`src/mem_pkg.sv`:
```
package mem_pkg;

	typedef logic [31:0]  addr_t;  // byte address
	typedef logic [255:0] line_t;  // one cache line of 8 words

	localparam int LINE_BYTES  = 32;
	localparam int OFFSET_BITS = $clog2(LINE_BYTES);

	// line number is the byte address without its offset bits
	typedef logic [$bits(addr_t)-OFFSET_BITS-1:0] line_addr_t;

	function automatic line_addr_t line_of(input addr_t addr);
		return addr[$bits(addr_t)-1:OFFSET_BITS];
	endfunction

endpackage : mem_pkg

```
`src/mem_arbiter.sv`:
```
`timescale 1ns/1ps

module mem_arbiter (
	input  logic            clk,
	input  logic            rst,

	input  logic            i_instr_read,
	input  mem_pkg::addr_t  i_instr_addr,
	output logic            o_instr_resp,
	output mem_pkg::line_t  o_instr_rdata,

	input  logic            i_lsq_read,
	input  logic            i_lsq_write,
	input  mem_pkg::addr_t  i_lsq_addr,
	input  mem_pkg::line_t  i_lsq_wdata,
	output logic            o_lsq_resp,
	output mem_pkg::line_t  o_lsq_rdata,

	input  logic            i_pref_read,
	input  mem_pkg::addr_t  i_pref_addr,
	output logic            o_pref_resp,
	output mem_pkg::line_t  o_pref_rdata,

	input  logic            i_mem_resp,
	input  mem_pkg::line_t  i_mem_rdata,
	output logic            o_mem_read,
	output logic            o_mem_write,
	output mem_pkg::addr_t  o_mem_addr,
	output mem_pkg::line_t  o_mem_wdata,

	output logic            o_idle
);

	import mem_pkg::*;

	typedef enum logic [1:0] {
		idle,
		serve_instr,
		serve_lsq,
		serve_pref
	} arb_state_t;

	arb_state_t state;
	arb_state_t next_state;

	logic lsq_req;

	assign lsq_req = i_lsq_read | i_lsq_write;
	assign o_idle  = (state == idle);

	// the served port is routed to memory and every other port sees zero
	always_comb begin
		o_instr_resp  = 1'b0;
		o_instr_rdata = '0;
		o_lsq_resp    = 1'b0;
		o_lsq_rdata   = '0;
		o_pref_resp   = 1'b0;
		o_pref_rdata  = '0;
		o_mem_read    = 1'b0;
		o_mem_write   = 1'b0;
		o_mem_addr    = '0;
		o_mem_wdata   = '0;
		unique case (state)
			idle: ;
			serve_instr: begin
				o_instr_resp  = i_mem_resp;
				o_instr_rdata = i_mem_rdata;
				o_mem_read    = i_instr_read;
				o_mem_addr    = i_instr_addr;
			end
			serve_lsq: begin
				o_lsq_resp  = i_mem_resp;
				o_lsq_rdata = i_mem_rdata;
				o_mem_read  = i_lsq_read;
				o_mem_write = i_lsq_write;
				o_mem_addr  = i_lsq_addr;
				o_mem_wdata = i_lsq_wdata;
			end
			serve_pref: begin
				o_pref_resp  = i_mem_resp;
				o_pref_rdata = i_mem_rdata;
				o_mem_read   = i_pref_read;
				o_mem_addr   = i_pref_addr;
			end
		endcase
	end

	always_comb begin
		next_state = state;
		unique case (state)
			idle: begin
				if (i_instr_read)
					next_state = serve_instr;
				else if (lsq_req)
					next_state = serve_lsq;
				else if (i_pref_read)
					next_state = serve_pref;
			end
			serve_instr: begin
				if (i_mem_resp)
					next_state = lsq_req ? serve_lsq : idle;  // waiting lsq skips idle
			end
			serve_lsq: begin
				if (i_mem_resp)
					next_state = i_instr_read ? serve_instr : idle;
			end
			serve_pref: begin
				if (i_mem_resp) begin
					if (i_instr_read)
						next_state = serve_instr;
					else if (lsq_req)
						next_state = serve_lsq;
					else
						next_state = idle;
				end
			end
		endcase
	end

	always_ff @(posedge clk) begin
		if (rst) begin
			state <= idle;
		end else begin
			state <= next_state;
		end
	end

	// memory answers only a request that is granted and still held
	a_one_resp: assert property (@(posedge clk) disable iff (rst)
		i_mem_resp |-> !o_idle && (o_mem_read || o_mem_write));

	// requester holds its request and address until the memory answers
	a_req_held: assert property (@(posedge clk) disable iff (rst)
		!o_idle && !i_mem_resp |=> (o_mem_read || o_mem_write) && $stable(o_mem_addr));

endmodule : mem_arbiter

```
`config.mk`:
```
export PLATFORM = sky130hd
export DESIGN_NAME = mem_arbiter
export DESIGN_NICKNAME = d
export VERILOG_FILES = /design/src/mem_pkg.sv /design/src/mem_arbiter.sv
export SDC_FILE = /design/constraint.sdc
export NUM_CORES = 1
export LEC_CHECK = 0
export ABC_AREA = 1
export BUFFER_PORTS_ARGS = -buffer_cell sky130_fd_sc_hd__buf_2
export CAP_MARGIN = 20
export CELL_PAD_IN_SITES_DETAIL_PLACEMENT = 2
export CELL_PAD_IN_SITES_GLOBAL_PLACEMENT = 2
export CORE_AREA = 10 10 644 646
export DETAILED_ROUTE_END_ITERATION = 8
export DIE_AREA = 0 0 654 656
export HOLD_SLACK_MARGIN = 0.08
export PLACE_DENSITY = 0.34
export RECOVER_POWER = 100
export SLEW_MARGIN = 20
export SYNTH_ARGS = -nofsm -noshare
export SYNTH_HDL_FRONTEND = slang
export SYNTH_SLANG_ARGS = --single-unit
```
`constraint.sdc`:
```
create_clock -name clk -period 1.1 [get_ports clk]
set_clock_uncertainty 0.05 [all_clocks]
set_input_delay 0.055 -clock clk [delete_from_list [all_inputs] [get_ports clk]]
set_output_delay 0.055 -clock clk [all_outputs]
set_load 0.05 [all_outputs]
```
# == Yosys cells after proc, flatten, opt, wreduce, memory -nomap -nowiden ==
# Index checks and enable logic that the tools add are counted.
# totals
out_inout_bits,1062
wordCells,31
ff_bits,2
input_bits,615
# classes
bitwise_logic,1
reduce_logical,2
n_eq_ne,7
muxes,20
# op_table
operator,count
$mux 256,4
$pmux 32 s3,1
$mux 2,8
$pmux 2 s4,1
$ne 2x2->1 const B,3
$mux 1,5
$eq 2x2->1 const B,2
$ne 4x3->1 const B,1
$reduce_and 4->1,1
$pmux 1 s3,1
$eq 2x1->1 const B,1
$logic_not 2->1,1
$or 1x1->1,1

# == Depth between registers and ports, before layout ==
# depth
word_depth,5
depth_mapped,7
depth_no_buf,6

# == Worst setup path before layout ==
# OpenSTA, ideal clock, no wires.
# synth_path
path_kind,flip-flop to output port
from,register state[1]
to,output o_instr_rdata[235]
path_slack_ps,-587
required_ps,995
n_path_buf,3
stages_incl_launch_ff,7
arrival_ps,1582
cell_sequence,dfxtp_1 buf_4 inv_2 nand2_2 buf_2 buf_4 nor2_1
# synth_between
elab_chain_cells,2
# synth_lines
item,line,source
from (decl),mem_arbiter.sv:43,arb_state_t state;
from (signal assigned),mem_arbiter.sv:122,state <= idle;
from (signal assigned),mem_arbiter.sv:124,state <= next_state;
$eq 2x1->1,mem_arbiter.sv:63,unique case (state)
$mux 256,mem_arbiter.sv:63,
to (decl),mem_arbiter.sv:10,"output mem_pkg::line_t o_instr_rdata,"
# Every way passes these cells.

# == Worst setup path in the final report ==
# layout_path
from,register state[1]
to,output o_instr_rdata[201]
# The elaborated chain is that of the path after synthesis.

==> metrics <==
Netlist cell types 17; flop2flop setup slack -0.41 ns; Final Util approximately 9.7%; post-synthesis cell count roughly 1,800; die width about 650 um; clock root buffer clkbuf_16; H-tree Lvls 1; Die H approximately 660 um; synthesized flop and latch total 2; CP Max Fanout 8; area delta synth->final 443%; unrepaired setup endpoints after global routing yes; final-report hold violation count 0; maxcap violations 0; clk_lat worst skew about 0.22 ns; pwr dens 1480 nW/um^2; Sequential Power Share 0.2%; total I/O pin count ~1,700; Final setup violation count 1,064; Tcrit/Tclk final 188%; hold_sp i_instr_read; Worst-Margin Slew about 0.6 ns; register area share after synthesis less than 1%; DRC viols 0; setup TNS -810.24 ns; status finished with violations; VDD IR max ~500 uV; initial antenna violation count 174; routability cong. 0.899; max reg flops 2; Reg with most FFs state; Slew headroom between 60% and 70%; type of the most critical hold path input pin to register; Final Slew Violations 0; yosys warns 0; crit start category register; CTS sink cnt 2; drt wl/cell approximately 31 um; Post-DP Area around 37,000 sq um; first-iteration detailed-routing DRC count approximately 830; CTS tree done; DRT Pass-1 Iters 4; RR Startpoint state[1]; Num CTS Buffers 3; Cell Area, Synth 7200 sq um; vias in the first global route around 22,000; Final HPWL DP ~260,000 um; failing checks negative setup slack; area leader, netlist nor2_1; antenna-violating nets left 0; fmax between 400 and 500 MHz; vias after detailed routing around 20,000; Tmin final approximately 2.1 ns; Top Registers state x2; first-pass GRT wire length roughly 330,000 um; die area around 430,000 sq um; Net Sw Frac roughly two thirds; GR Overflow Total 0; vias per cell roughly 2.2; Post-synth ARST share 0%; mean area per synthesized cell 3.93 sq um; total track usage about an eighth; Worst Path Arrival 1.97 ns; commonest cells in the netlist nor2_1, inv_1, buf_2; Int Power around 20 mW; FILL cells between 40,000 and 50,000; leakage approximately 18 nW; Final #Nets ~4,400; largest net degree at the start of global routing 42; Clk pwr share approximately 1.0%; r2r endpoint state[1]; worst r2r path cells 8; design area 39,100 sq um; critical path class register to output port; Critical Path RT 1.00 ns; layout cells sized above 1 about 66%; fin worst setup slack -0.970 ns; count leader, synth nor2_1; Yosys top cell area share about 54%; Net Count, Synth approximately 2,400; drt total wl roughly 280,000 um; Post-synth EDFFs 0; Combinational Power Share 98.8%; Switch Pwr 38.0 mW; count of port buffers added during placement 1,676; starting density of the core ~1.8%; WHS Endpoint state[1]; Area contributors post-synth nor2_1, inv_1, buf_2; CTS clk-pin slew, worst paths ~0.030 ns; ys flop type dfxtp_1; endpoint type of the worst setup path output port; Core Rows 233; Core ar. 402,000 sq um; CTS Buffer Depth 2; hold path depth 4
==> layer usage <==
metal / share of wire (%) / track usage, % / wire, um
met1: 35 / 12.7 / 98700
met2: 54 / 23.9 / 150000
met3: 9.8 / 5.06 / 27500
met4: 1.0 / 0.533 / 2890
met5: 0.14 / 0 / 382
==> stage by stage <==
| step | hold WS (ns) | cells | power, mW | setup slack (ns) |
|---|---|---|---|---|
| 2_1_floorplan | 0.160 | 1832 | 26.7 | -0.564 |
| 6_report | 0.182 | 9088 | 57.7 | -0.970 |
| 3_5_place_dp | 0.302 | 9032 | 55.2 | -1.07 |
| 3_3_place_gp | 0.298 | 9032 | 55.3 | -1.10 |
| 5_1_grt | 0.224 | 9081 | 60.5 | -1.01 |
| 4_1_cts | 0.185 | 9066 | 57.9 | -1.02 |
==> how the worst max path moves through the flow <==
stage                  start            endpoint  slack [ns]  cells after the start
finish              state[1]  o_instr_rdata[201]       -0.97                     11
global route        state[1]  o_instr_rdata[201]       -1.01                     11
CTS                 state[1]          o_mem_read       -1.02                      8
detailed placement  state[0]          o_mem_read       -1.07                      6
global placement    state[0]          o_mem_read       -1.10                      6
floorplan           state[1]  o_instr_rdata[225]       -0.56                      6
==> cell families (layout without fill, tap and decap cells) <==
family,Yosys count,in the layout,share of synthesized area (%)
AND/OR/NAND/NOR,1175,1175,63.0
flip-flops,2,2,0.556
other,0,11,0
buffers and inverters,648,2606,35.8
AO/OA/AOI/OAI,7,7,0.556
==> layout by cell type, fill, tap and decap left out, types with 2 or more instances in the layout <==
cell       Yosys  routed
inv_1        517     516
buf_2        104     960
nand2_1       47      42
diode_2        0      11
nand3_1       92      89
clkbuf_4       0      41
nand3_4        0       2
nor2_1      1033     639
nor2_2         1      49
buf_12         0     718
buf_6          0      56
clkbuf_16      0       9
nand2_4        1       4
bufbuf_16      0       3
nand2_8        0       2
nor2_4         0     346
buf_16         0      10
buf_4          4     266
o21ai_0        3       3
buf_8          0      23
==> critical path, cell delays in order (launching register included) <==
cell and delay (ns):
dfxtp_2 0.33, buf_6 0.12, buf_6 0.11, inv_6 0.06, nand2_8 0.08, buf_4 0.15, buf_12 0.14, buf_16 0.17
buf_12 0.13, buf_6 0.13, nor2_4 0.12, buf_12 0.14
==> cell type report <==
| type | count | area (sq um) | area share (%) |
|---|---|---|---|
| Multi-Input combinational cell | 1182 | 7400 | 18.9 |
| Antenna cell | 11 | 27.5 | 0.0704 |
| Sequential cell | 2 | 45.0 | 0.115 |
| Tap cell | 5287 | 6620 | 16.9 |
| Inverter | 519 | 1960 | 5.01 |
| Clock buffer | 3 | 75.1 | 0.192 |
| Timing Repair Buffer | 2084 | 23000 | 58.8 |
==> power by group through the flow <==
stage               sequential [mW]  combinational (mW)  clock (mW)
CTS                           0.135                57.2       0.561
global route                  0.141                59.8       0.572
finish                        0.137                57.0       0.552
global placement              0.132                55.1           0
detailed placement            0.129                55.1           0
floorplan                     0.102                26.6           0
==> what timing repair did <==
action | CTS | global route
resized for setup | 232 | 336
pin swaps | 8 | 7
hold endpoints to repair | 1 | 0
hold buffers | 1 | 0
endpoints found under the setup margin | 1064 | 1064
setup buffers | 26 | 6
gates cloned | 5 | 8
No activity file was read; power rests on OpenSTA's default activity.
