## src/mem_pkg.sv

```systemverilog
package mem_pkg;

	typedef logic [31:0]  addr_t;  // byte address
	typedef logic [255:0] line_t;  // one cache line of 8 words

	localparam int LINE_BYTES  = 32;
	localparam int OFFSET_BITS = $clog2(LINE_BYTES);

	// line number is the byte address without its offset bits
	typedef logic [$bits(addr_t)-OFFSET_BITS-1:0] line_addr_t;

	function automatic line_addr_t line_of(input addr_t addr);
		return addr[$bits(addr_t)-1:OFFSET_BITS];
	endfunction

endpackage : mem_pkg

```

## src/next_line_prefetcher.sv

```systemverilog
`timescale 1ns/1ps

module next_line_prefetcher (
	input  logic            clk,
	input  logic            rst,

	input  logic            i_ic_read,
	input  mem_pkg::addr_t  i_ic_addr,
	output logic            o_ic_resp,
	output mem_pkg::line_t  o_ic_rdata,

	input  logic            i_lsq_write,
	input  mem_pkg::addr_t  i_lsq_addr,

	output logic            o_arb_instr_read,
	output mem_pkg::addr_t  o_arb_instr_addr,
	input  logic            i_arb_instr_resp,
	input  mem_pkg::line_t  i_arb_instr_rdata,

	output logic            o_arb_pref_read,
	output mem_pkg::addr_t  o_arb_pref_addr,
	input  logic            i_arb_pref_resp,
	input  mem_pkg::line_t  i_arb_pref_rdata
);

	import mem_pkg::*;

	typedef enum logic {
		pf_idle,
		pf_busy
	} pf_state_t;

	pf_state_t  pf_state;
	logic       pf_discard;  // line being fetched was written meanwhile
	addr_t      pf_addr;

	logic       buf_valid;
	line_addr_t buf_tag;
	line_t      buf_data;

	logic       hit_resp_q;
	line_t      hit_data_q;
	logic       miss_active;

	logic       wr_hits_buf;
	logic       wr_hits_pf;
	logic       wr_hits_next;
	logic       buf_hit;
	logic       ic_new;
	logic       hit_take;
	logic       miss_take;
	logic       pf_start;
	logic       pf_fill;
	addr_t      next_addr;

	assign next_addr = addr_t'({line_of(i_ic_addr), {OFFSET_BITS{1'b0}}}) + addr_t'(LINE_BYTES);

	assign wr_hits_buf  = i_lsq_write && buf_valid && (line_of(i_lsq_addr) == buf_tag);
	assign wr_hits_pf   = i_lsq_write && (line_of(i_lsq_addr) == line_of(pf_addr));
	assign wr_hits_next = i_lsq_write && (line_of(i_lsq_addr) == line_of(next_addr));
	assign buf_hit      = buf_valid && (line_of(i_ic_addr) == buf_tag) && !wr_hits_buf;

	// a request is new unless a miss is in flight or its hit answer is out now
	assign ic_new    = i_ic_read && !miss_active && !hit_resp_q;
	assign hit_take  = ic_new && buf_hit;
	assign miss_take = ic_new && !buf_hit;
	assign pf_start  = i_arb_instr_resp && (pf_state == pf_idle);
	assign pf_fill   = i_arb_pref_resp && !pf_discard && !wr_hits_pf;

	assign o_arb_instr_read = miss_active || miss_take;
	assign o_arb_instr_addr = i_ic_addr;
	assign o_arb_pref_read  = (pf_state == pf_busy);
	assign o_arb_pref_addr  = pf_addr;

	assign o_ic_resp  = hit_resp_q | i_arb_instr_resp;
	assign o_ic_rdata = hit_resp_q ? hit_data_q : i_arb_instr_rdata;

	always_ff @(posedge clk) begin
		if (rst) begin
			hit_resp_q  <= 1'b0;
			miss_active <= 1'b0;
			pf_state    <= pf_idle;
			pf_discard  <= 1'b0;
			buf_valid   <= 1'b0;
		end else begin
			hit_resp_q <= hit_take;
			if (i_arb_instr_resp)
				miss_active <= 1'b0;
			else if (miss_take)
				miss_active <= 1'b1;
			unique case (pf_state)
				pf_idle: begin
					if (pf_start) begin
						pf_state   <= pf_busy;
						pf_discard <= wr_hits_next;
					end
				end
				pf_busy: begin
					if (i_arb_pref_resp)
						pf_state <= pf_idle;
					else if (wr_hits_pf)
						pf_discard <= 1'b1;
				end
			endcase
			if (pf_fill)
				buf_valid <= 1'b1;  // fill replaces whatever line was held
			else if (wr_hits_buf)
				buf_valid <= 1'b0;
		end
	end

	always_ff @(posedge clk) begin
		if (pf_start)
			pf_addr <= next_addr;
		if (pf_fill) begin
			buf_tag  <= line_of(pf_addr);
			buf_data <= i_arb_pref_rdata;
		end
		if (hit_take)
			hit_data_q <= buf_data;
	end

	// a prefetch response only comes while the prefetch is outstanding
	a_pf_resp: assert property (@(posedge clk) disable iff (rst)
		i_arb_pref_resp |-> o_arb_pref_read);

endmodule : next_line_prefetcher

```

## config.mk

```make
export PLATFORM = sky130hd
export DESIGN_NAME = next_line_prefetcher
export DESIGN_NICKNAME = d
export VERILOG_FILES = /design/src/mem_pkg.sv /design/src/next_line_prefetcher.sv
export SDC_FILE = /design/constraint.sdc
export NUM_CORES = 1
export LEC_CHECK = 0
export ABC_AREA = 1
export BUFFER_PORTS_ARGS = -buffer_cell sky130_fd_sc_hd__buf_2
export CORE_AREA = 2 2 349 351
export DETAILED_ROUTE_END_ITERATION = 8
export DIE_AREA = 0 0 351 353
export HOLD_SLACK_MARGIN = 0.1
export MAX_ROUTING_LAYER = met4
export PLACE_DENSITY = 0.39
export SYNTH_ARGS = -nofsm -noshare
export SYNTH_HDL_FRONTEND = slang
export SYNTH_SLANG_ARGS = --single-unit
export TNS_END_PERCENT = 20
```

## constraint.sdc

```tcl
create_clock -name clk -period 36.5 [get_ports clk]
set_clock_uncertainty 0.1 [all_clocks]
set_input_delay 7.3 -clock clk [delete_from_list [all_inputs] [get_ports clk]]
set_output_delay 7.3 -clock clk [all_outputs]
set_load 0.02 [all_outputs]
```

# [Word-level counts from Yosys, hierarchy flattened]
# Cells that the tools add are included.
[op_classes] add_sub_neg=1 n_eq_ne=7 n_mux=10 n_bitwise=2 n_reduce_logical=23
[op_table] cell="2-to-1 mux 256 bit" n=1
[op_table] cell="equality test 27 bit" n=4
[op_table] cell="adder 32 x 6 -> 32 bit, second input constant" n=1
[op_table] cell="logical AND 1 bit" n=13
[op_table] cell="2-to-1 mux 1 bit" n=7
[op_table] cell="logical NOT 1 bit" n=6
[op_table] cell="inequality test 2 bit, second input constant" n=2
[op_table] cell="case mux 1 bit (2 select lines)" n=2
[op_table] cell="AND reduction 3 bit" n=1
[op_table] cell="inequality test 2 x 1 -> 1 bit, second input constant" n=1
[op_table] cell="nonzero test 2 bit" n=1
[op_table] cell="OR reduction 2 bit" n=1
[op_table] cell="logical OR 1 bit" n=1
[op_table] cell="NOT 1 bit" n=1
[op_table] cell="OR 1 bit" n=1
[totals] ff_bits=576 out_inout_bits=323 wordCells=52

# [Logic depth before layout (Yosys ltp)]
[logic_depth] word_depth=7 depth_mapped=15 ltp_nobuf=15

# [Least setup slack after synthesis]
# No wires, ideal clock.
[synth_timing] path_kind="input-to-reg" startpoint="input port i_ic_addr[28]" endpoint="register hit_data_q[0], enable pin" setup_time_ps=877 arrival_ps=18728 required_ps=35523 path_slack_ps=16796 path_stages=8 path_buffers=1 cell_sequence="clkbuf_2 > xnor2_1 > o2111ai_1 > nor3_1 > nand4_1 > nor2_1 > nand2_1 > nor2_1"
[synth_between] elab_chain_cells=4
[synth_lines] element="start, declared" line_no="next_line_prefetcher.sv:8" rtl="input mem_pkg::addr_t i_ic_addr,"
[synth_lines] element="equality test 27 bit" line_no="next_line_prefetcher.sv:61" rtl="assign buf_hit = buf_valid && (line_of(i_ic_addr) == buf_tag) && !wr_hits_buf;"
[synth_lines] element="logical AND 1 bit (2 in series)" line_no="next_line_prefetcher.sv:61"
[synth_lines] element="logical AND 1 bit" line_no="next_line_prefetcher.sv:65" rtl="assign hit_take = ic_new && buf_hit;"
[synth_lines] element="via hit_take" line_no="next_line_prefetcher.sv:50" rtl="logic hit_take;"
[synth_lines] element="end signal, assigned" line_no="next_line_prefetcher.sv:120" rtl="hit_data_q <= buf_data;"
[synth_lines] element="end, declared" line_no="next_line_prefetcher.sv:42" rtl="line_t hit_data_q;"
# The timed path passes the listed nets, and every way through them passes these cells.
# A chain may end at the register's enable or synchronous reset.

# [Worst setup path after layout]
[layout_timing] startpoint="input port i_lsq_addr[9]" endpoint="output port o_arb_instr_read"
[layout_between] elab_chain_cells=7
[layout_lines] element="start, declared" line_no="next_line_prefetcher.sv:13" rtl="input mem_pkg::addr_t i_lsq_addr,"
[layout_lines] element="equality test 27 bit" line_no="next_line_prefetcher.sv:58" rtl="assign wr_hits_buf = i_lsq_write && buf_valid && (line_of(i_lsq_addr) == buf_tag);"
[layout_lines] element="logical AND 1 bit" line_no="next_line_prefetcher.sv:58"
[layout_lines] element="logical NOT 1 bit" line_no="next_line_prefetcher.sv:61"
[layout_lines] element="logical AND 1 bit" line_no="next_line_prefetcher.sv:61"
[layout_lines] element="logical NOT 1 bit" line_no="next_line_prefetcher.sv:66" rtl="assign miss_take = ic_new && !buf_hit;"
[layout_lines] element="logical AND 1 bit" line_no="next_line_prefetcher.sv:66"
[layout_lines] element="logical OR 1 bit" line_no="next_line_prefetcher.sv:70" rtl="assign o_arb_instr_read = miss_active || miss_take;"
[layout_lines] element="end, declared" line_no="next_line_prefetcher.sv:15" rtl="output logic o_arb_instr_read,"
# No other way between the ends.

==> impl_metrics.env <==
export IMPL_wl_per_cell_um=20.8
export IMPL_synth_seq_area_share_pct=74.0
export IMPL_synth_avg_cell_area_um2=11.7
export IMPL_period_needed_ns=16.60
export IMPL_hpwl_mm=72.8
export IMPL_path_cells="buf_2 > inv_1 > nand2_1 > o2111ai_1 > a211oi_1 > nand4_1 > nand2_1 > nand2_1 > inv_1 > buf_2"
export IMPL_swShare_pct=24.7
export IMPL_clkSlewWorstSetupHoldPaths_ns=0.07
export IMPL_finalCritPeriodShare_pct=45.5
export IMPL_htree_levels=3
export IMPL_synth_area_um2=23100
export IMPL_antenna_found_initial=32
export IMPL_critPathCaptureType="primary output"
export IMPL_fin_cells=4554
export IMPL_wl_met2_mm=48.6
export IMPL_combPwrFrac_pct=8.4
export IMPL_core_um2=121000
export IMPL_dieWidth_um=351
export IMPL_cts_repair_resized=0
export IMPL_setup_viol=0
export IMPL_power_leakage_nw=13.7
export IMPL_clockBufferDepth=3
export IMPL_p_int_mw=1.21
export IMPL_io_buffers=884
export IMPL_drtAntennaViolNets=0
export IMPL_grt_use_total_pct=15.3
export IMPL_placed_area_um2=29200
export IMPL_drive_gt1_share_pct=35.5
export IMPL_status="complete, no violations"
export IMPL_final_area_um2=31600
export IMPL_crit_fanout=4
export IMPL_cp_slowest_cell="a211oi_1"
export IMPL_rsz0062_at_grt="no"
export IMPL_async_flop_share_pct=0
export IMPL_cts_setup_buffers=0
export IMPL_worst_pin_slew_ns=1.07
export IMPL_cts_sinks=571
export IMPL_dp_cells=4405
export IMPL_syn2layout_area_growth_pct=36.8
export IMPL_start_kind="primary input"
export IMPL_synth_seq_cells=571
export IMPL_slowest_delay_ns=0.48
export IMPL_io_pins=905
export IMPL_ir_worst_vdd_mv=0.0257
export IMPL_crit_type="primary input to primary output"
export IMPL_ctsHoldBuffers=0
export IMPL_die_area_um2=124000
export IMPL_crit_arrival_ns=9.20
export IMPL_top_layer_used="met4"
export IMPL_clock_latency_ns=0.63
export IMPL_hold_slack_ns=0.308
export IMPL_synth_cells=1972
export IMPL_fmax_mhz=60.3
export IMPL_root_buffer="clkbuf_16"
export IMPL_placementRows=128
export IMPL_synth_top_flop_cell="edfxtp_1"
export IMPL_fin_setup_tns_ns=0
export IMPL_hold_path_class="flip-flop to flip-flop"
export IMPL_max_slew_margin_pct=28.8
export IMPL_tritoncts="built"
export IMPL_wl_met1_mm=37.7
export IMPL_ys_types=42
export IMPL_synth_edf_count=566
export IMPL_ys_warn_count=0
export IMPL_finalWirelength_mm=94.7
export IMPL_met3_length_mm=5.84
export IMPL_switchingPower_uw=397
export IMPL_power_density_nw_per_um2=50.8
export IMPL_grt_max_degree=105
export IMPL_via_per_inst=3.88
export IMPL_nNetsFinal=3437
export IMPL_gp_congestion=0.924
export IMPL_power_frac_clock_pct=44.2
export IMPL_gr_total_overflow=0
export IMPL_dr_pass1_iters=8
export IMPL_grt_pass1_vias=17684
export IMPL_numCtsBuffers=72
export IMPL_required_ns=29.10
export IMPL_die_h_um=353
export IMPL_drtIter0Drc=1174
export IMPL_report_final_slew_viol_count=0
export IMPL_dr_total_vias=17690
export IMPL_drc=0
export IMPL_seqPwrFrac_pct=47.4
export IMPL_cp_common_cell="nand2_1"
export IMPL_start_util_pct=19.2
export IMPL_drv_cap=0
export IMPL_grt_first_pass_wirelength_mm=129
export IMPL_hold_violations=0
layer usage:
layer | up-vias | GRT usage (%)
li1 | 8380 | -
met1 | 8483 | 17.8
met2 | 687 | 26.4
met3 | 140 | 3.12
met4 | 0 | 4.60
met5 | - | -
metrics by stage:
step	power, mW	util [%]	worst slack (ns)
2_1_floorplan	0.839	-	16.80
3_3_place_gp	0.910	24.2	19.92
3_5_place_dp	0.910	24.2	19.94
4_1_cts	1.63	26.2	19.94
5_1_grt	1.67	26.2	19.80
6_report	1.61	26.2	19.90
cell usage after synthesis, drive strengths merged, types with 6 or more instances:
master	n	area, µm²
nand2	962	3640
xnor2	12	113
nand4	6	37.5
o21ai	18	90.1
o2111ai	7	61.3
clkbuf	56	211
buf	39	285
o22ai	27	169
nand3	48	245
nor3	7	35.0
nor2	70	320
nor4	6	37.5
inv	101	379
edfxtp	566	17000
xor2	11	96.3
sequential cells by signal, indices dropped and copies added, names as in the netlist:
signal	flops
buf_data	256
hit_data_q	256
buf_tag	27
o_arb_pref_addr	27
buf_valid	1
hit_resp_q	1
miss_active	1
o_arb_pref_read	1
pf_discard	1
cell families (layout without fill, tap and decap cells):
kind of cell,after synthesis,after routing,share of synthesized area [%]
AND/OR/NAND/NOR,1107,1107,18.9
flip-flops,571,571,74.0
buffers and inverters,198,1133,3.82
AO/OA/AOI/OAI,67,67,1.89
XOR/XNOR,27,27,1.30
adder cells (fa/ha/maj),1,1,0.0542
other,1,23,0.0162
power groups by stage:
stage	Clock (mW)	Combinational, mW	Sequential [mW]
floorplan	0	0.0628	0.776
global placement	0	0.136	0.774
detailed placement	0	0.136	0.775
CTS	0.738	0.136	0.761
global route	0.762	0.146	0.763
finish	0.710	0.135	0.761
layout make-up:
type | count | area [µm²]
tap | 1625 | 2030
inverter | 103 | 402
clock inverter | 48 | 504
clock buffer | 83 | 1840
sequential | 571 | 17100
timing repair buffer | 899 | 4540
fill | 12939 | 89000
antenna | 18 | 45.0
multi-input combinational | 1207 | 5140
worst paths after layout:
path            startpoint          endpoint  slack, ns  depth (start not counted)
max          i_lsq_addr[9]  o_arb_instr_read      19.90                         10
min            buf_data[0]     hit_data_q[0]       0.31                          0
max reg2reg    buf_tag[18]    hit_data_q[10]      31.56                         10
min reg2reg    buf_data[0]     hit_data_q[0]       0.31                          0
worst max-delay path: cells and delay by family:
family,cells,cell delay [ns]
AO/OA/AOI/OAI,2,0.70
buffers and inverters,4,0.44
AND/OR/NAND/NOR,4,0.76
placed cells by master, fill, tap and decap left out, types with 11 or more instances in the layout:
master     netlist  layout
buf_2            0     884
buf_4           37      15
inv_1           98      97
clkinv_2         0      14
clkbuf_16        0      72
o21ai_0         16      16
xor2_1          11      11
nand2_1        954     954
diode_2          0      18
xnor2_1         11      11
nor2_1          62      60
edfxtp_1       566     566
o22ai_1         27      27
nand3_1         47      47
clkinv_1         2      16
clkbuf_1        55      11
Note: power is estimated with default switching activity, not from simulation.
